### config.mk
export PLATFORM = sky130hd
export DESIGN_NAME = axi_isolate
export DESIGN_NICKNAME = d
export VERILOG_FILES = /design/src/hdl/isolate_pkg.sv /design/src/hdl/axi_chan_pkg.sv /design/src/hdl/axi_isolate.sv /design/src/hdl/read_isolator.sv /design/src/hdl/write_isolator.sv /design/src/hdl/pending_counter.sv
export SDC_FILE = /design/constraint.sdc
export NUM_CORES = 1
export LEC_CHECK = 0
export BUFFER_PORTS_ARGS = -buffer_cell sky130_fd_sc_hd__buf_2
export CAP_MARGIN = 0
export CELL_PAD_IN_SITES_DETAIL_PLACEMENT = 0
export CELL_PAD_IN_SITES_GLOBAL_PLACEMENT = 2
export CORE_AREA = 4 4 142 144
export DETAILED_ROUTE_END_ITERATION = 12
export DIE_AREA = 0 0 146 148
export PLACE_DENSITY = 0.95
export SYNTH_ARGS = -nofsm -noshare
export SYNTH_HDL_FRONTEND = slang
export SYNTH_SLANG_ARGS = --single-unit
export TNS_END_PERCENT = 50
### constraint.sdc
create_clock -name clk_i -period 5.52 [get_ports clk_i]
set_input_delay 1.104 -clock clk_i [delete_from_list [all_inputs] [get_ports clk_i]]
set_output_delay 1.104 -clock clk_i [all_outputs]
set_load 0.05 [all_outputs]
### src/hdl/isolate_pkg.sv
// Isolation package with the state encoding shared by the write and read isolators
package isolate_pkg;

  // Normal    requests pass straight through
  // Hold      valid kept high until the started handshake completes
  // Drain     new requests cut, waiting for open transactions
  // Isolate   every master-side request silenced
  typedef enum logic [1:0] {
    Normal,
    Hold,
    Drain,
    Isolate
  } isolate_state_e;

endpackage

### src/hdl/axi_chan_pkg.sv
// AXI4 channel package with bus widths, response codes and channel structs
package axi_chan_pkg;

  ////////////////////////////////////////
  // Bus widths
  ////////////////////////////////////////
  localparam int unsigned AddrWidth = 32;
  localparam int unsigned DataWidth = 32;
  // One strobe bit per data byte
  localparam int unsigned StrbWidth = DataWidth / 8;
  localparam int unsigned IdWidth   = 4;
  localparam int unsigned LenWidth  = 8;

  // AXI response encoding
  typedef enum logic [1:0] {
    OKAY   = 2'b00,
    EXOKAY = 2'b01,
    SLVERR = 2'b10,
    DECERR = 2'b11
  } axi_resp_e;

  ////////////////////////////////////////
  // Channel payloads
  ////////////////////////////////////////
  // Write address
  typedef struct packed {
    logic [IdWidth-1:0]   id;
    logic [AddrWidth-1:0] addr;
    logic [LenWidth-1:0]  len;
  } aw_chan_t;

  // Read address
  typedef struct packed {
    logic [IdWidth-1:0]   id;
    logic [AddrWidth-1:0] addr;
    logic [LenWidth-1:0]  len;
  } ar_chan_t;

  // Write data beat
  typedef struct packed {
    logic [DataWidth-1:0] data;
    logic [StrbWidth-1:0] strb;
    logic                 last;
  } w_chan_t;

  // Write response
  typedef struct packed {
    logic [IdWidth-1:0] id;
    axi_resp_e          resp;
  } b_chan_t;

  // Read data beat
  typedef struct packed {
    logic [IdWidth-1:0]   id;
    logic [DataWidth-1:0] data;
    axi_resp_e            resp;
    logic                 last;
  } r_chan_t;

  // Manager to subordinate bundle
  typedef struct packed {
    aw_chan_t aw;
    logic     aw_valid;
    w_chan_t  w;
    logic     w_valid;
    logic     b_ready;
    ar_chan_t ar;
    logic     ar_valid;
    logic     r_ready;
  } axi_req_t;

  // Subordinate to manager bundle
  typedef struct packed {
    logic    aw_ready;
    logic    w_ready;
    b_chan_t b;
    logic    b_valid;
    logic    ar_ready;
    r_chan_t r;
    logic    r_valid;
  } axi_resp_t;

endpackage
### src/hdl/axi_isolate.sv
// AXI4 bus isolator joining the write and read isolators of one link
`timescale 1ns/1ps

module axi_isolate
  import axi_chan_pkg::*;
#(
  parameter int unsigned NumPending = 16
) (
  input  logic      clk_i,
  input  logic      reset_i,
  input  axi_req_t  slv_req_i,
  output axi_resp_t slv_resp_o,
  output axi_req_t  mst_req_o,
  input  axi_resp_t mst_resp_i,
  input  logic      isolate_i,
  output logic      isolated_o
);

  logic wr_isolated;
  logic rd_isolated;

  // AW, W and B fields
  write_isolator #(
    .NumPending (NumPending)
  ) i_write_isolator (
    .clk_i          (clk_i),
    .reset_i        (reset_i),
    .slv_req_i      (slv_req_i),
    .mst_resp_i     (mst_resp_i),
    .isolate_i      (isolate_i),
    .mst_aw_o       (mst_req_o.aw),
    .mst_aw_valid_o (mst_req_o.aw_valid),
    .mst_w_o        (mst_req_o.w),
    .mst_w_valid_o  (mst_req_o.w_valid),
    .mst_b_ready_o  (mst_req_o.b_ready),
    .slv_aw_ready_o (slv_resp_o.aw_ready),
    .slv_w_ready_o  (slv_resp_o.w_ready),
    .slv_b_o        (slv_resp_o.b),
    .slv_b_valid_o  (slv_resp_o.b_valid),
    .isolated_o     (wr_isolated)
  );

  // AR and R fields
  read_isolator #(
    .NumPending (NumPending)
  ) i_read_isolator (
    .clk_i          (clk_i),
    .reset_i        (reset_i),
    .slv_req_i      (slv_req_i),
    .mst_resp_i     (mst_resp_i),
    .isolate_i      (isolate_i),
    .mst_ar_o       (mst_req_o.ar),
    .mst_ar_valid_o (mst_req_o.ar_valid),
    .mst_r_ready_o  (mst_req_o.r_ready),
    .slv_ar_ready_o (slv_resp_o.ar_ready),
    .slv_r_o        (slv_resp_o.r),
    .slv_r_valid_o  (slv_resp_o.r_valid),
    .isolated_o     (rd_isolated)
  );

  // Isolated only once both sides have drained
  assign isolated_o = wr_isolated && rd_isolated;

endmodule

### src/hdl/read_isolator.sv
// Read-side isolator gating AR and R with outstanding-read tracking
`timescale 1ns/1ps

module read_isolator
  import axi_chan_pkg::*, isolate_pkg::*;
#(
  parameter int unsigned NumPending = 16
) (
  input  logic      clk_i,
  input  logic      reset_i,
  input  axi_req_t  slv_req_i,
  input  axi_resp_t mst_resp_i,
  input  logic      isolate_i,
  output ar_chan_t  mst_ar_o,
  output logic      mst_ar_valid_o,
  output logic      mst_r_ready_o,
  output logic      slv_ar_ready_o,
  output r_chan_t   slv_r_o,
  output logic      slv_r_valid_o,
  output logic      isolated_o
);

  isolate_state_e state_q, state_d;

  logic ar_inc, ar_dec, ar_full, ar_empty;

  always_ff @(posedge clk_i) begin
    if (reset_i) begin
      state_q <= Isolate;
    end else begin
      state_q <= state_d;
    end
  end

  always_comb begin
    state_d        = state_q;
    mst_ar_o       = slv_req_i.ar;
    mst_ar_valid_o = slv_req_i.ar_valid;
    slv_ar_ready_o = mst_resp_i.ar_ready;
    slv_r_o        = mst_resp_i.r;
    slv_r_valid_o  = mst_resp_i.r_valid;
    mst_r_ready_o  = slv_req_i.r_ready;
    unique case (state_q)
      Normal: begin
        if (ar_full) begin
          mst_ar_valid_o = 1'b0;
          slv_ar_ready_o = 1'b0;
          if (isolate_i) begin
            state_d = Drain;
          end
        end else if (slv_req_i.ar_valid && !mst_resp_i.ar_ready) begin
          state_d = Hold;
        end else if (isolate_i) begin
          state_d = Drain;
        end
      end
      Hold: begin
        // AXI forbids dropping valid before ready
        mst_ar_valid_o = 1'b1;
        if (mst_resp_i.ar_ready) begin
          state_d = isolate_i ? Drain : Normal;
        end
      end
      Drain: begin
        mst_ar_o       = '0;
        mst_ar_valid_o = 1'b0;
        slv_ar_ready_o = 1'b0;
        if (ar_empty) begin
          state_d = Isolate;
        end
      end
      Isolate: begin
        mst_ar_o       = '0;
        mst_ar_valid_o = 1'b0;
        slv_ar_ready_o = 1'b0;
        slv_r_o        = '0;
        slv_r_valid_o  = 1'b0;
        mst_r_ready_o  = 1'b0;
        if (!isolate_i) begin
          state_d = Normal;
        end
      end
      default: begin
        state_d = Isolate;
      end
    endcase
  end

  // Counted once per read, closed by the last R beat
  assign ar_inc = mst_ar_valid_o && (state_q == Normal);
  assign ar_dec = mst_resp_i.r_valid && mst_r_ready_o && mst_resp_i.r.last;

  pending_counter #(
    .NumPending (NumPending)
  ) i_ar_counter (
    .clk_i   (clk_i),
    .reset_i (reset_i),
    .inc_i   (ar_inc),
    .dec_i   (ar_dec),
    .full_o  (ar_full),
    .empty_o (ar_empty)
  );

  assign isolated_o = (state_q == Isolate);

  // A stalled AR stays presented into the next cycle
  hold_valid_chk: assert property (@(posedge clk_i) disable iff (reset_i)
    (mst_ar_valid_o && !mst_resp_i.ar_ready) |=> mst_ar_valid_o)
    else $error("master ar_valid dropped without a transfer");

endmodule

### src/hdl/write_isolator.sv
// Write-side isolator gating AW, W and B with outstanding-burst tracking
`timescale 1ns/1ps

module write_isolator
  import axi_chan_pkg::*, isolate_pkg::*;
#(
  parameter int unsigned NumPending = 16
) (
  input  logic      clk_i,
  input  logic      reset_i,
  input  axi_req_t  slv_req_i,
  input  axi_resp_t mst_resp_i,
  input  logic      isolate_i,
  output aw_chan_t  mst_aw_o,
  output logic      mst_aw_valid_o,
  output w_chan_t   mst_w_o,
  output logic      mst_w_valid_o,
  output logic      mst_b_ready_o,
  output logic      slv_aw_ready_o,
  output logic      slv_w_ready_o,
  output b_chan_t   slv_b_o,
  output logic      slv_b_valid_o,
  output logic      isolated_o
);

  isolate_state_e state_q, state_d;

  logic aw_inc, aw_dec, aw_full, aw_empty;
  logic w_dec, w_full, w_empty;
  logic w_open;

  always_ff @(posedge clk_i) begin
    if (reset_i) begin
      // Start isolated until isolate_i is released
      state_q <= Isolate;
    end else begin
      state_q <= state_d;
    end
  end

  ////////////////////////////////////////
  // AW and B state machine
  ////////////////////////////////////////
  always_comb begin
    state_d        = state_q;
    // Pass-through by default
    mst_aw_o       = slv_req_i.aw;
    mst_aw_valid_o = slv_req_i.aw_valid;
    slv_aw_ready_o = mst_resp_i.aw_ready;
    slv_b_o        = mst_resp_i.b;
    slv_b_valid_o  = mst_resp_i.b_valid;
    mst_b_ready_o  = slv_req_i.b_ready;
    unique case (state_q)
      Normal: begin
        if (aw_full || w_full) begin
          // Limit reached, no new AW
          mst_aw_valid_o = 1'b0;
          slv_aw_ready_o = 1'b0;
          if (isolate_i) begin
            state_d = Drain;
          end
        end else if (slv_req_i.aw_valid && !mst_resp_i.aw_ready) begin
          // Stalled handshake must finish first
          state_d = Hold;
        end else if (isolate_i) begin
          state_d = Drain;
        end
      end
      Hold: begin
        mst_aw_valid_o = 1'b1;
        if (mst_resp_i.aw_ready) begin
          state_d = isolate_i ? Drain : Normal;
        end
      end
      Drain: begin
        mst_aw_o       = '0;
        mst_aw_valid_o = 1'b0;
        slv_aw_ready_o = 1'b0;
        // B responses keep flowing until everything is closed
        if (aw_empty && w_empty) begin
          state_d = Isolate;
        end
      end
      Isolate: begin
        mst_aw_o       = '0;
        mst_aw_valid_o = 1'b0;
        slv_aw_ready_o = 1'b0;
        slv_b_o        = '0;
        slv_b_valid_o  = 1'b0;
        mst_b_ready_o  = 1'b0;
        if (!isolate_i) begin
          state_d = Normal;
        end
      end
      default: begin
        state_d = Isolate;
      end
    endcase
  end

  ////////////////////////////////////////
  // W gating and counters
  ////////////////////////////////////////
  // Count only on the first cycle of a request, Hold does not recount
  assign aw_inc = mst_aw_valid_o && (state_q == Normal);
  assign aw_dec = mst_resp_i.b_valid && mst_b_ready_o;

  // W open while a burst is owed, or unlocked by the AW counted this cycle
  assign w_open        = !w_empty || aw_inc;
  assign mst_w_o       = w_open ? slv_req_i.w : '0;
  assign mst_w_valid_o = w_open && slv_req_i.w_valid;
  assign slv_w_ready_o = w_open && mst_resp_i.w_ready;
  assign w_dec         = mst_w_valid_o && mst_resp_i.w_ready && slv_req_i.w.last;

  pending_counter #(
    .NumPending (NumPending)
  ) i_aw_counter (
    .clk_i   (clk_i),
    .reset_i (reset_i),
    .inc_i   (aw_inc),
    .dec_i   (aw_dec),
    .full_o  (aw_full),
    .empty_o (aw_empty)
  );

  pending_counter #(
    .NumPending (NumPending)
  ) i_w_counter (
    .clk_i   (clk_i),
    .reset_i (reset_i),
    .inc_i   (aw_inc),
    .dec_i   (w_dec),
    .full_o  (w_full),
    .empty_o (w_empty)
  );

  assign isolated_o = (state_q == Isolate);

  // Isolate held until isolate_i falls and no W beat leaks meanwhile
  stay_isolated_chk: assert property (@(posedge clk_i) disable iff (reset_i)
    (state_q == Isolate && isolate_i) |=> (state_q == Isolate && !mst_w_valid_o))
    else $error("write isolator left Isolate or forwarded W while isolate_i high");

endmodule

### src/hdl/pending_counter.sv
// Outstanding-transaction counter reporting full and empty
`timescale 1ns/1ps

module pending_counter #(
  parameter int unsigned NumPending = 16
) (
  input  logic clk_i,
  input  logic reset_i,
  input  logic inc_i,
  input  logic dec_i,
  output logic full_o,
  output logic empty_o
);

  // Zero through NumPending inclusive
  localparam int unsigned CntWidth = $clog2(NumPending + 1);

  logic [CntWidth-1:0] count_q;

  // Simultaneous inc and dec leave the count alone
  always_ff @(posedge clk_i) begin
    if (reset_i) begin
      count_q <= '0;
    end else if (inc_i && !dec_i) begin
      count_q <= count_q + 1'b1;
    end else if (dec_i && !inc_i) begin
      count_q <= count_q - 1'b1;
    end
  end

  assign full_o  = (count_q == CntWidth'(NumPending));
  assign empty_o = (count_q == '0);

  // The isolator must cut requests once the limit is reached
  overflow_chk: assert property (@(posedge clk_i) disable iff (reset_i)
    (full_o && inc_i) |-> dec_i)
    else $error("pending counter incremented while full");

  // A response without an open transaction
  underflow_chk: assert property (@(posedge clk_i) disable iff (reset_i)
    (empty_o && dec_i) |-> inc_i)
    else $error("pending counter decremented while empty");

endmodule

# Word-level counts from Yosys, hierarchy flattened
# Cells that the tools add are included.
# classes
addsub	6
eq_ne	15
n_reduce_logical	41
n_mux	37
# ops
cell	count
two-way mux 44 bit	2
two-way mux 39 bit	1
two-way mux 37 bit	1
two-way mux 5 bit	6
two-way mux 2 bit	12
logical AND 1 bit	19
case mux 2 bit (4 select lines)	2
adder 5 x 1 -> 5 bit (second input constant)	3
equality test 5 bit (second input constant)	3
zero test 5 bit	3
subtractor 5 x 1 -> 5 bit (second input constant)	3
equality test 2 bit (second input constant)	4
zero test 1 bit	8
two-way mux 1 bit	8
inequality test 2 bit (second input constant)	4
two-way mux 6 bit	1
case mux 1 bit (3 select lines)	2
AND reduction 3 bit	2
nonzero test 2 bit	3
equality test 2 x 1 -> 1 bit (second input constant)	2
zero test 2 bit	2
inequality test 2 x 1 -> 1 bit (second input constant)	2
case mux 1 bit (2 select lines)	2
OR reduction 2 bit	2
logical OR 1 bit	2
# word_totals
out_inout_bits	181
elab_cells	104
regBits	19
in_bits	183

# Logic depth before layout (Yosys ltp)
# Gate-level depths: netlist of the first run.
# logic_depth
depth_word	12
mapped_depth	14
depth_no_buf	13

# Modules after synthesis
# Synthesis of the first run repeated with hierarchy kept, for this count alone.
# hier_totals
hier_cells	363
area_unflattened_um2	2590.0
# modules_own_cells
mod	instances	area_per_inst_um2	cells_each
pending_counter	3	345.3	41
write_isolator	1	805.8	124
read_isolator	1	742.0	115
axi_isolate	1	6.3	1

# Least setup slack after synthesis of the first run
# No wires, ideal clock.
# synth_path
kind	input to register
startpoint	input port slv_req_i[85] (netlist bit)
endpoint	register i_write_isolator.i_w_counter.count_q[4]
t_arrival_ps	3220
cell_stages	11
setup_slack_ps	2180
setup_ps	121
path_cell_list	nand2_1 -> o311ai_2 -> clkbuf_2 -> nand4_1 -> ha_1 -> inv_1 -> ha_1 -> a21o_1 -> a21oi_1 -> mux2i_1 -> mux2_2
# synth_between
elab_chain_cells	10
elab_cells_between_ends	13
# synth_rtl
item	line_no	text
start: declaration	axi_isolate.sv:11	input axi_req_t slv_req_i,
two-way mux 1 bit (*)	write_isolator.sv:55	if (aw_full || w_full) begin
case mux 1 bit (3 select lines) (*)	write_isolator.sv:53	unique case (state_q)
logical AND 1 bit (*)	write_isolator.sv:105	assign aw_inc = mst_aw_valid_o && (state_q == Normal);
logical OR 1 bit	write_isolator.sv:109	assign w_open = !w_empty || aw_inc;
logical AND 1 bit	write_isolator.sv:111	assign mst_w_valid_o = w_open && slv_req_i.w_valid;
logical AND 1 bit (2 in series)	write_isolator.sv:113	assign w_dec = mst_w_valid_o && mst_resp_i.w_ready && slv_req_i.w.last;
zero test 1 bit	pending_counter.sv:24	end else if (inc_i && !dec_i) begin
logical AND 1 bit	pending_counter.sv:24	
two-way mux 5 bit / nonzero test 2 bit (equally long branches)	--	
end signal: assignment	pending_counter.sv:25	count_q <= count_q + 1'b1;
end signal: assignment	pending_counter.sv:27	count_q <= count_q - 1'b1;
end: declaration	pending_counter.sv:18	logic [CntWidth-1:0] count_q;
# Every way passes the cells marked *; elsewhere a longest branch is shown, timed or not.
# A chain may end at the register's enable or synchronous reset.

# Final worst setup path of the first run
# Ends and elaborated chain as after synthesis.

==> results of run 1 <==
[state kept, by name, summed over array words and instances (netlist names)]
name / count
i_read_isolator.i_ar_counter.count_q: 5
i_read_isolator.state_q: 2
i_write_isolator.i_aw_counter.count_q: 5
i_write_isolator.i_w_counter.count_q: 5
i_write_isolator.state_q: 2
[metrics by stage]
step	setup slack [ps]	hold WS (ps)	total power [mW]	util
after floorplan	2180	467	2.14	-
after global placement	1900	490	2.63	0.245
after detailed placement	1860	509	2.63	0.245
after CTS	2080	518	2.79	0.250
after global routing	1770	562	2.93	0.250
final	2140	514	2.76	0.250
[synth_stat cells, drive strengths merged]
cell type / n
and2: 89
nor2b: 89
nor2: 34
clkbuf: 20
a21oi: 19
dfxtp: 19
buf: 14
ha: 12
inv: 11
nand2: 8
mux2i: 7
a21o: 6
xnor2: 5
xor2: 5
nand2b: 4
fa: 3
nor3: 3
nor4: 3
o21ai: 3
mux2: 2
nand3: 2
o31ai: 2
or3: 2
a31oi: 1
and4: 1
nand4: 1
nor3b: 1
o311ai: 1
[path summary, 6_finish.rpt]
path,from,endpoint,slack [ps],cells after the start
setup / recovery,slv_req_i[85],i_write_isolator.i_w_counter.count_q[4],2140,12
hold / removal,i_read_isolator.i_ar_counter.count_q[4],i_read_isolator.i_ar_counter.count_q[4],510,2
hold reg to reg,i_read_isolator.i_ar_counter.count_q[4],i_read_isolator.i_ar_counter.count_q[4],510,2
setup reg to reg,i_read_isolator.state_q[1],i_read_isolator.i_ar_counter.count_q[4],2180,12
[routing by layer]
layer / global-route usage / vias up
li1: - / 1807
met1: 0.124 / 1509
met2: 0.207 / 222
met3: 0.0291 / 6
met4: 0.0132 / 2
met5: 0 / -
[critical path, stage by stage]
cell,delay [ps]
sky130_fd_sc_hd__buf_2,90
sky130_fd_sc_hd__nand2_1,70
sky130_fd_sc_hd__o311ai_4,210
sky130_fd_sc_hd__buf_4,320
sky130_fd_sc_hd__nand4_1,150
sky130_fd_sc_hd__ha_1,250
sky130_fd_sc_hd__inv_1,150
sky130_fd_sc_hd__ha_1,280
sky130_fd_sc_hd__a21o_1,180
sky130_fd_sc_hd__a21oi_1,160
sky130_fd_sc_hd__mux2i_1,220
sky130_fd_sc_hd__mux2_2,340
[final cells by class]
type / count / area [sq um] / area share
multi-input cells: 303 / 2030 / 0.435
inverters: 11 / 41.3 / 0.00884
well taps: 234 / 293 / 0.0627
flip-flops and latches: 19 / 383 / 0.0820
repair buffers: 366 / 1840 / 0.394
clock inverters: 1 / 5.00 / 0.00107
clock buffers: 3 / 75.1 / 0.0161
[power groups by stage]
stage | Clock, mW | Sequential (mW) | Combinational [mW]
2_1_floorplan | 0 | 0.206 | 1.93
3_3_place_gp | 0 | 0.240 | 2.39
3_5_place_dp | 0 | 0.241 | 2.39
4_1_cts | 0.159 | 0.238 | 2.40
5_1_grt | 0.164 | 0.246 | 2.52
6_report | 0.154 | 0.237 | 2.37
[logic make-up after synthesis]
group / count (synthesis)
buffers and inverters: 45
AO/OA/AOI/OAI: 32
flip-flops: 19
XOR/XNOR: 10
AND/OR/NAND/NOR: 237
multiplexers: 9
adder cells (fa/ha/maj): 15
==> load_flow_metrics.sql, run 1 <==
INSERT INTO impl_metrics (metric_group, metric, value, unit) VALUES
('outcome', 'status', 'complete, no violations', ''),
('clocking', 'source_to_sink_clock_delay_at_the_later_pin_of_the_worst_skew_pair', '250', 'ps'),
('floorplan', 'die-area', '0.0216', 'sq mm'),
('final_layout', 'final_area', '0.00467', 'sq mm'),
('setup_path', 'arrival', '3530', 'ps'),
('yosys', 'post_synth_instance_area', '0.00262', 'sq mm'),
('yosys', 'ys.warnings.count', '0', ''),
('pwr', 'cellPowerDensity', '591', 'mW/mm^2'),
('timing', 'timing.setup.tns', '0', 'ps'),
('pwr', 'leakage', '2.76', 'nW'),
('final_layout', 'most_used_cells_in_the_layout_excluding_fill_and_tap_cells', 'sky130_fd_sc_hd__buf_2, sky130_fd_sc_hd__nor2b_1, sky130_fd_sc_hd__and2_1', ''),
('global_route', 'wire_length_of_the_first_global_routing_pass', '19200', 'um'),
('yosys', 'synth-seq-area-share', '0.145', ''),
('setup_path', 'critical_path_class', 'primary input to flip-flop', ''),
('placed_design', 'place.detailed.hpwl', '11500', 'um'),
('pwr', 'clkPwrFrac', '0.056', ''),
('placed_design', 'place_congestion', '0.772', ''),
('global_route', 'grtUsageTotal', '0.108', ''),
('yosys', 'synth_simple_gate_area_share', '0.548', ''),
('floorplan', 'initial_core_util', '0.140', ''),
('clocking', 'cts_inserted_buffers', '3', ''),
('global_route', 'vias_in_the_first_global_route', '3598', ''),
('detailed_routing', 'total_met2_wirelength_after_detailed_routing', '6630', 'um'),
('pwr', 'irDropWorstVdd', '0.225', 'mV'),
('timing', 'hold_viol', '0', ''),
('yosys', 'synth_compound_area_frac', '0.0756', ''),
('yosys', 'synth_cell_types', '36', ''),
('clocking', 'cts.reportedPaths.clkPinSlew', '60', 'ps'),
('setup_path', 'worstSetupEndpointType', 'flip-flop', ''),
('clocking', 'htreeDepth', '1', ''),
('floorplan', 'boundaryPins', '364', ''),
('detailed_routing', 'routed-wl-met3', '1280', 'um'),
('floorplan', 'standard_cell_row_count', '50', ''),
('detailed_routing', 'detail_route.wirelength.met1', '4930', 'um'),
('final_layout', 'drive_gt1_frac', '0.582', ''),
('setup_path', 'critical_path.max_fanout', '40', ''),
('detailed_routing', 'drt_first_iter_violations', '81', ''),
('final_layout', 'syn_to_final_growth', '78.5', '%'),
('worst_hold_path', 'holdCritPathClass', 'flip-flop to flip-flop', ''),
('detailed_routing', 'postRouteWirelength', '12900', 'um'),
('run', 'cap_viol_max_count', '0', ''),
('final_layout', 'final.fill_count', '2139', ''),
('yosys', 'synth_top_family_by_area', 'simple AND/OR/NAND/NOR gates', ''),
('floorplan', 'core_area', '0.0187', 'sq mm'),
('yosys', 'synth_top_cell_area_share', '0.213', ''),
('timing', 'achievable-frequency', '296', 'MHz'),
('detailed_routing', 'vias', '3546', ''),
('placed_design', 'placed_cells_incl_taps', '933', ''),
('pwr', 'power_frac_seq', '0.086', ''),
('timing', 'clock-skew-final', '4.91', 'ps'),
('final_layout', 'finish.net_count', '902', ''),
('detailed_routing', 'highest_layer', 'met5', ''),
('clocking', 'cts_resized', '0', ''),
('floorplan', 'floorplan.die.width', '146', 'um'),
('timing', 'timing_max_transition_violations_final', '0', ''),
('yosys', 'syn-num-nets', '565', ''),
('final_layout', 'fin_cells', '937', ''),
('global_route', 'grt_start_max_net_pins', '52', ''),
('pwr', 'internal_portion_of_total_power', '894', 'uW'),
('global_route', 'grt-ovfl-total', '0', ''),
('timing', 'worst_slew_pin_slew', '862', 'ps'),
('detailed_routing', 'antenna_violating_nets_post_route', '0', ''),
('placed_design', 'placement.cell_area', '0.00459', 'sq mm'),
('timing', 'slew_headroom', '0.425', ''),
('clocking', 'cts_sinks', '19', ''),
('timing', 'setup_viol', '0', ''),
('placed_design', 'port_buffers', '363', ''),
('setup_path', 'crit_required', '5660', 'ps'),
('yosys', 'post_synth_xor_area_fraction', '0.0335', ''),
('pwr', 'power_frac_comb', '0.858', ''),
('clocking', 'cts.path.max_buffers', '2', '');
(Power assumes the default switching activity.)
==> run 2, diff against run 1 <==
Settings changed: CORE_AREA 4 4 142 144 to 4 4 153 155, DIE_AREA 0 0 146 148 to 0 0 157 159, PLACE_DENSITY 0.95 to 0.87.
Clock period 5.52 ns to 2.9 ns, I/O delays scaled along.
==> run 2 against run 1 <==
Against the previous run:
- non-clock buffer count is 9 higher
- total power is 93% higher
- global-route usage is 1.9 points lower
- critical endpoint unchanged
- largest power group unchanged
==> load_flow_metrics.sql, run 2 (same netlist as run 1, synthesis figures left out) <==
INSERT INTO impl_metrics (metric_group, metric, value, unit) VALUES
('detailed_routing', 'wl_per_cell', '12.9', 'um'),
('floorplan', 'floorplan.die.height', '159', 'um'),
('clocking', 'cts_root_buf', 'sky130_fd_sc_hd__clkbuf_16', ''),
('timing', 'clock-skew-final', '0.790', 'ps'),
('pwr', 'cellPowerDensity', '1110', 'mW/mm^2'),
('setup_path', 'number_of_cell_instances_on_the_worst_register_to_register_path', '11', ''),
('floorplan', 'standard_cell_row_count', '54', ''),
('final_layout', 'most_common_cell_after_layout_fill_and_taps_aside', 'sky130_fd_sc_hd__buf_2', ''),
('setup_path', 'critical_path.max_fanout', '3', ''),
('pwr', 'power_frac_seq', '0.081', ''),
('floorplan', 'boundaryPins', '364', ''),
('setup_path', 'setup.worst_path.start_class', 'flip-flop', ''),
('clocking', 'source_to_sink_clock_delay_at_the_later_pin_of_the_worst_skew_pair', '250', 'ps'),
('global_route', 'grtUsageTotal', '0.0898', ''),
('final_layout', 'drive_gt1_frac', '0.594', ''),
('pwr', 'totalPowerFinal', '5.33', 'mW'),
('detailed_routing', 'detailedRoute.firstPassIterationCount', '4', ''),
('setup_path', 'regToRegEndpoint', 'i_write_isolator.i_w_counter.count_q[4]', ''),
('final_layout', 'most_used_cells_in_the_layout_excluding_fill_and_tap_cells', 'sky130_fd_sc_hd__buf_2, sky130_fd_sc_hd__nor2b_1, sky130_fd_sc_hd__and2_1', ''),
('setup_path', 'worst-r2r-setup-slack', '190', 'ps'),
('final_layout', 'final_area', '0.00481', 'sq mm'),
('timing', 'final_min_period_over_clock_period', '0.935', ''),
('timing', 'final.min_clock_period', '2710', 'ps'),
('global_route', 'vias_in_the_first_global_route', '3479', ''),
('clocking', 'cts_inserted_buffers', '3', ''),
('setup_path', 'arrival', '2860', 'ps'),
('clocking', 'tritoncts', 'built', ''),
('timing', 'setup_viol', '0', ''),
('detailed_routing', 'number_of_vias_per_cell', '3.65', ''),
('placed_design', 'dp_slack', '11.1', 'ps'),
('pwr', 'power_frac_comb', '0.865', ''),
('placed_design', 'placement.cell_area', '0.00470', 'sq mm'),
('timing', 'achievable-frequency', '369', 'MHz'),
('global_route', 'grt_start_max_net_pins', '48', ''),
('timing', 'grt_setup_unrepaired', 'yes', ''),
('final_layout', 'finish.net_count', '911', ''),
('placed_design', 'place.detailed.hpwl', '11400', 'um'),
('final_layout', 'antenna_cells', '0', ''),
('timing', 'timing_max_transition_violations_final', '0', ''),
('floorplan', 'die-area', '0.0250', 'sq mm'),
('timing', 'slew_headroom', '0.694', ''),
('clocking', 'cts.reportedPaths.clkPinSlew', '60', 'ps'),
('final_layout', 'final.fill_count', '2473', ''),
('worst_hold_path', 'holdCritPathClass', 'flip-flop to flip-flop', ''),
('timing', 'hold_viol', '0', ''),
('final_layout', 'multi_input_area', '0.00205', 'sq mm'),
('clocking', 'htreeDepth', '1', ''),
('detailed_routing', 'drcViolationCount', '0', ''),
('timing', 'worst_slew_pin_slew', '459', 'ps'),
('clocking', 'cts.path.max_buffers', '2', ''),
('final_layout', 'top_regs', 'i_read_isolator.i_ar_counter.count_q x5, i_write_isolator.i_aw_counter.count_q x5, i_write_isolator.i_w_counter.count_q x5', ''),
('final_layout', 'syn_to_final_growth', '84.1', '%'),
('global_route', 'initial_antenna_violation_count', '1', ''),
('placed_design', 'port_buffers', '363', ''),
('pwr', 'swShare', '0.666', ''),
('detailed_routing', 'vias', '3625', ''),
('global_route', 'grt-ovfl-total', '0', ''),
('pwr', 'clkPwrFrac', '0.055', ''),
('floorplan', 'floorplan.die.width', '157', 'um'),
('pwr', 'leakage', '2.80', 'nW'),
('worst_hold_path', 'worst_hold_path_depth', '2', ''),
('worst_hold_path', 'hp-start', 'i_read_isolator.state_q[1]', ''),
('timing', 'hold_ws', '495', 'ps'),
('pwr', 'irDropWorstVdd', '0.469', 'mV'),
('pwr', 'net_switching_power', '3.55', 'mW'),
('global_route', 'wire_length_of_the_first_global_routing_pass', '18100', 'um'),
('detailed_routing', 'drt_first_iter_violations', '106', ''),
('worst_hold_path', 'min_delay_worst_endpoint', 'i_read_isolator.state_q[1]', ''),
('floorplan', 'initial_core_util', '0.120', ''),
('outcome', 'status', 'complete, no violations', ''),
('detailed_routing', 'antenna_violating_nets_post_route', '0', ''),
('pwr', 'internal_portion_of_total_power', '1.78', 'mW'),
('detailed_routing', 'postRouteWirelength', '12800', 'um'),
('clocking', 'cts_sinks', '19', ''),
('setup_path', 'worstSetupEndpointType', 'flip-flop', ''),
('clocking', 'cts-hold-fix-buffers', '0', ''),
('final_layout', 'seqCellArea', '385', 'sq um'),
('setup_path', 'crit_required', '3040', 'ps'),
('setup_path', 'regToRegStartpoint', 'i_write_isolator.i_w_counter.count_q[3]', ''),
('run', 'cap_viol_max_count', '0', ''),
('placed_design', 'place_congestion', '0.824', ''),
('floorplan', 'core_area', '0.0218', 'sq mm'),
('timing', 'postLayoutSetupSlackWorst', '187', 'ps'),
('setup_path', 'critical_path_class', 'flip-flop to flip-flop', '');
run 2: worst max-delay path: stages (launching register included):
cell and delay [ps]:
sky130_fd_sc_hd__dfxtp_1 350, sky130_fd_sc_hd__nor4_4 340, sky130_fd_sc_hd__buf_4 180, sky130_fd_sc_hd__o311ai_4 90, sky130_fd_sc_hd__nand4_1 110, sky130_fd_sc_hd__ha_2 220, sky130_fd_sc_hd__inv_1 70, sky130_fd_sc_hd__ha_1 330
sky130_fd_sc_hd__a21o_1 190, sky130_fd_sc_hd__a21oi_1 170, sky130_fd_sc_hd__mux2i_1 220, sky130_fd_sc_hd__mux2_2 340
run 2: how the worst max path moves through the flow:
| stage | start | slack (ps) | to | cells past startpoint |
|---|---|---|---|---|
| global placement | slv_req_i[85] | 70 | i_write_isolator.i_aw_counter.count_q[4] | 10 |
| detailed placement | slv_req_i[85] | 10 | i_write_isolator.i_aw_counter.count_q[4] | 10 |
| floorplan | slv_req_i[85] | 80 | i_write_isolator.i_w_counter.count_q[4] | 11 |
| global route | i_write_isolator.i_aw_counter.count_q[0] | -5 | i_write_isolator.i_w_counter.count_q[4] | 12 |
| finish | i_write_isolator.i_w_counter.count_q[3] | 190 | i_write_isolator.i_w_counter.count_q[4] | 11 |
| CTS | i_write_isolator.i_w_counter.count_q[0] | 10 | i_write_isolator.i_aw_counter.count_q[4] | 11 |
run 2: cell type report:
class,count,share of cell area
Timing Repair Buffer,375,0.396
Tap cell,280,0.0728
Clock buffer,3,0.0156
Clock inverter,1,0.00104
Sequential cell,19,0.0800
Inverter,11,0.00858
Multi-Input combinational cell,303,0.426
run 2: power groups by stage:
| stage | Clock, mW | Sequential [mW] | Combinational [mW] |
|---|---|---|---|
| 6_report | 0.291 | 0.431 | 4.61 |
| 5_1_grt | 0.321 | 0.444 | 4.89 |
| 4_1_cts | 0.310 | 0.422 | 4.61 |
| 3_5_place_dp | 0 | 0.428 | 4.60 |
| 3_3_place_gp | 0 | 0.423 | 4.62 |
| 2_1_floorplan | 0 | 0.391 | 3.68 |
run 2: metal layers:
metal | vias up | wire [um] | track usage
met2 | 271 | 6170 | 0.172
met3 | 18 | 1820 | 0.0264
met4 | 0 | 312 | 0.0260
met1 | 1507 | 4530 | 0.0931
met5 | - | 0 | 0
li1 | 1829 | - | -
run 2: repair_timing:
action,in CTS,in global routing
hold endpoints to repair,0,0
setup endpoints to repair,0,3
setup buffers,0,2
resized for setup,0,6
run 2: through the flow:
step / instances / util / setup TNS [ps]
3_5_place_dp: 986 / 0.215 / 0
5_1_grt: 992 / 0.221 / -4.85
3_3_place_gp: 986 / 0.215 / 0
2_1_floorplan: 367 / - / 0
6_report: 992 / 0.221 / 0
4_1_cts: 990 / 0.219 / 0
==> run 3, diff against run 2 <==
Settings changed: CORE_AREA 4 4 153 155 to 4 4 171 140, DIE_AREA 0 0 157 159 to 0 0 175 144, PLACE_DENSITY 0.87 to 0.86.
==> run 3 against run 2 <==
Against the previous run:
- wire length grew 5.7%
- fmax fell by 1.6%
- via count rose by 0.36%
- sequential share of layout area is 0.065 points lower
- combinational power up 1%
- global-route usage increased by 0.34 points
- non-clock buffer count down 2
- clock power increased by 5%
- critical path depth is the same
- largest cell class unchanged
==> load_flow_metrics.sql, run 3 (same netlist as run 1, synthesis figures left out) <==
INSERT INTO impl_metrics (metric_group, metric, value, unit) VALUES
('outcome', 'status', 'complete, no violations', ''),
('pwr', 'totalPowerFinal', '5.39', 'mW'),
('clocking', 'cts_root_buf', 'sky130_fd_sc_hd__clkbuf_16', ''),
('detailed_routing', 'drcViolationCount', '0', ''),
('floorplan', 'floorplan.die.width', '175', 'um'),
('detailed_routing', 'detailedRoute.firstPassIterationCount', '4', ''),
('timing', 'final.min_clock_period', '2760', 'ps'),
('setup_path', 'crit_required', '3050', 'ps'),
('clocking', 'cts.path.max_buffers', '2', ''),
('worst_hold_path', 'worst_hold_path_depth', '2', ''),
('global_route', 'grt-ovfl-total', '0', ''),
('final_layout', 'most_common_cell_after_layout_fill_and_taps_aside', 'sky130_fd_sc_hd__buf_2', ''),
('timing', 'final_min_period_over_clock_period', '0.951', ''),
('global_route', 'grtUsageTotal', '0.0933', ''),
('worst_hold_path', 'hp-start', 'i_read_isolator.i_ar_counter.count_q[4]', ''),
('run', 'cap_viol_max_count', '0', ''),
('timing', 'timing_max_transition_violations_final', '0', ''),
('final_layout', 'fin_cells', '1018', ''),
('clocking', 'htreeDepth', '1', ''),
('worst_hold_path', 'holdCritPathClass', 'flip-flop to flip-flop', ''),
('setup_path', 'critical_path_class', 'flip-flop to flip-flop', ''),
('floorplan', 'initial_core_util', '0.118', ''),
('placed_design', 'placed_cells_incl_taps', '1011', ''),
('timing', 'clock-skew-final', '0.995', 'ps'),
('timing', 'grt_setup_unrepaired', 'yes', ''),
('detailed_routing', 'drt_first_iter_violations', '77', ''),
('final_layout', 'drive_gt1_frac', '0.593', ''),
('timing', 'achievable-frequency', '363', 'MHz'),
('final_layout', 'top_regs', 'i_read_isolator.i_ar_counter.count_q x5, i_write_isolator.i_aw_counter.count_q x5, i_write_isolator.i_w_counter.count_q x5', ''),
('clocking', 'cts.reportedPaths.clkPinSlew', '60', 'ps'),
('setup_path', 'arrival', '2910', 'ps'),
('setup_path', 'worstSetupEndpointType', 'flip-flop', ''),
('detailed_routing', 'wl_per_cell', '13.3', 'um'),
('detailed_routing', 'antenna_violating_nets_post_route', '0', ''),
('clocking', 'cts_inserted_buffers', '3', ''),
('final_layout', 'finish.net_count', '909', ''),
('pwr', 'leakage', '2.79', 'nW'),
('timing', 'hold_viol', '0', ''),
('setup_path', 'critical_path.max_fanout', '4', ''),
('setup_path', 'setup.worst_path.start_class', 'flip-flop', ''),
('placed_design', 'place_congestion', '0.748', ''),
('worst_hold_path', 'min_delay_worst_endpoint', 'i_read_isolator.i_ar_counter.count_q[4]', ''),
('final_layout', 'syn_to_final_growth', '85.0', '%'),
('global_route', 'grt_start_max_net_pins', '52', ''),
('floorplan', 'standard_cell_row_count', '49', ''),
('final_layout', 'final.fill_count', '2544', ''),
('setup_path', 'number_of_cell_instances_on_the_worst_register_to_register_path', '11', ''),
('clocking', 'tritoncts', 'built', ''),
('detailed_routing', 'postRouteWirelength', '13600', 'um'),
('clocking', 'cts-hold-fix-buffers', '0', ''),
('timing', 'setup_viol', '0', ''),
('detailed_routing', 'vias', '3638', ''),
('setup_path', 'worst-r2r-setup-slack', '140', 'ps'),
('placed_design', 'place.detailed.hpwl', '12100', 'um'),
('pwr', 'irDropWorstVdd', '0.342', 'mV'),
('clocking', 'source_to_sink_clock_delay_at_the_later_pin_of_the_worst_skew_pair', '260', 'ps'),
('floorplan', 'floorplan.die.height', '144', 'um'),
('final_layout', 'most_used_cells_in_the_layout_excluding_fill_and_tap_cells', 'sky130_fd_sc_hd__buf_2, sky130_fd_sc_hd__nor2b_1, sky130_fd_sc_hd__and2_1', ''),
('pwr', 'cellPowerDensity', '1110', 'mW/mm^2'),
('global_route', 'vias_in_the_first_global_route', '3452', ''),
('global_route', 'wire_length_of_the_first_global_routing_pass', '18800', 'um'),
('clocking', 'cts_sinks', '19', ''),
('detailed_routing', 'number_of_vias_per_cell', '3.57', ''),
('setup_path', 'regToRegEndpoint', 'i_write_isolator.i_aw_counter.count_q[4]', ''),
('setup_path', 'worstSetupStartpoint', 'i_write_isolator.i_w_counter.count_q[0]', ''),
('setup_path', 'regToRegStartpoint', 'i_write_isolator.i_w_counter.count_q[0]', ''),
('floorplan', 'die-area', '0.0252', 'sq mm'),
('floorplan', 'boundaryPins', '364', ''),
('timing', 'worst_slew_pin_slew', '516', 'ps'),
('floorplan', 'core_area', '0.0222', 'sq mm'),
('timing', 'slew_headroom', '0.656', ''),
('global_route', 'initial_antenna_violation_count', '1', ''),
('placed_design', 'port_buffers', '363', '');
-- run 3: cell types whose count changed in the layout (fill, tap and decap cells not counted) --
cell                      before  now
sky130_fd_sc_hd__nand2_1       8    6
sky130_fd_sc_hd__dfxtp_1      15   16
sky130_fd_sc_hd__dfxtp_2       4    3
sky130_fd_sc_hd__diode_2       0    2
sky130_fd_sc_hd__ha_2          2    1
sky130_fd_sc_hd__nand2_2       0    2
sky130_fd_sc_hd__ha_1         10   11
sky130_fd_sc_hd__buf_4        12   10
-- run 3: layout make-up --
cell class | instances | area, sq um | share of cell area
inverters | 11 | 41.3 | 0.00853
multi-input cells | 303 | 2050 | 0.424
clock buffers | 3 | 75.1 | 0.0155
diodes | 2 | 5.00 | 0.00103
clock inverters | 1 | 5.00 | 0.00103
repair buffers | 373 | 1890 | 0.391
flip-flops and latches | 19 | 384 | 0.0794
well taps | 306 | 383 | 0.0791
-- run 3: worst max-delay path by stage --
stage / endpoint / depth (start not counted)
after floorplan: i_write_isolator.i_w_counter.count_q[4] / 11
after global placement: i_write_isolator.i_aw_counter.count_q[4] / 10
after detailed placement: i_write_isolator.i_aw_counter.count_q[4] / 11
after CTS: i_write_isolator.i_aw_counter.count_q[4] / 11
after global routing: i_write_isolator.i_aw_counter.count_q[4] / 11
final: i_write_isolator.i_aw_counter.count_q[4] / 11
-- run 3: critical path, cell delays in order (launching register included) --
cell and delay (ps):
sky130_fd_sc_hd__dfxtp_1 360, sky130_fd_sc_hd__nor4_4 320, sky130_fd_sc_hd__nand2_1 110, sky130_fd_sc_hd__nand3_1 170
sky130_fd_sc_hd__nor3_2 80, sky130_fd_sc_hd__ha_1 260, sky130_fd_sc_hd__inv_1 150, sky130_fd_sc_hd__ha_1 280
sky130_fd_sc_hd__a21o_1 180, sky130_fd_sc_hd__a21oi_1 180, sky130_fd_sc_hd__mux2i_1 220, sky130_fd_sc_hd__mux2_2 340
-- run 3: per-stage QoR --
step                      hold slack, ps   util  instance area [sq um]  worst slack, ps  TNS [ps]
after detailed placement             504  0.213                   4720             3.02         0
after global routing                 539  0.218                   4830            -11.9     -22.8
after CTS                            513  0.216                   4800             2.41         0
after floorplan                      467      -                   2620             83.5         0
final                                510  0.218                   4840              143         0
after global placement               487  0.213                   4720             82.4         0
-- run 3: repair_timing --
| item | in CTS | in global routing |
|---|---|---|
| setup endpoints to repair | 1 | 2 |
| pin swaps | 1 | 2 |
| setup buffers | 0 | 1 |
| gates resized for setup | 0 | 6 |
| gates cloned | 0 | 0 |
-- run 3: per-layer routing --
metal / routed length (um) / track usage / vias up
li1: - / - / 1829
met1: 5410 / 0.114 / 1587
met2: 6850 / 0.172 / 215
met3: 1230 / 0.0227 / 7
met4: 65 / 0.0120 / 0
met5: 0 / 0 / -
-- run 3: report_power, final --
group          switching (mW)  internal (mW)
Combinational            3.42           1.24
Clock                   0.121          0.186
Sequential             0.0954          0.330
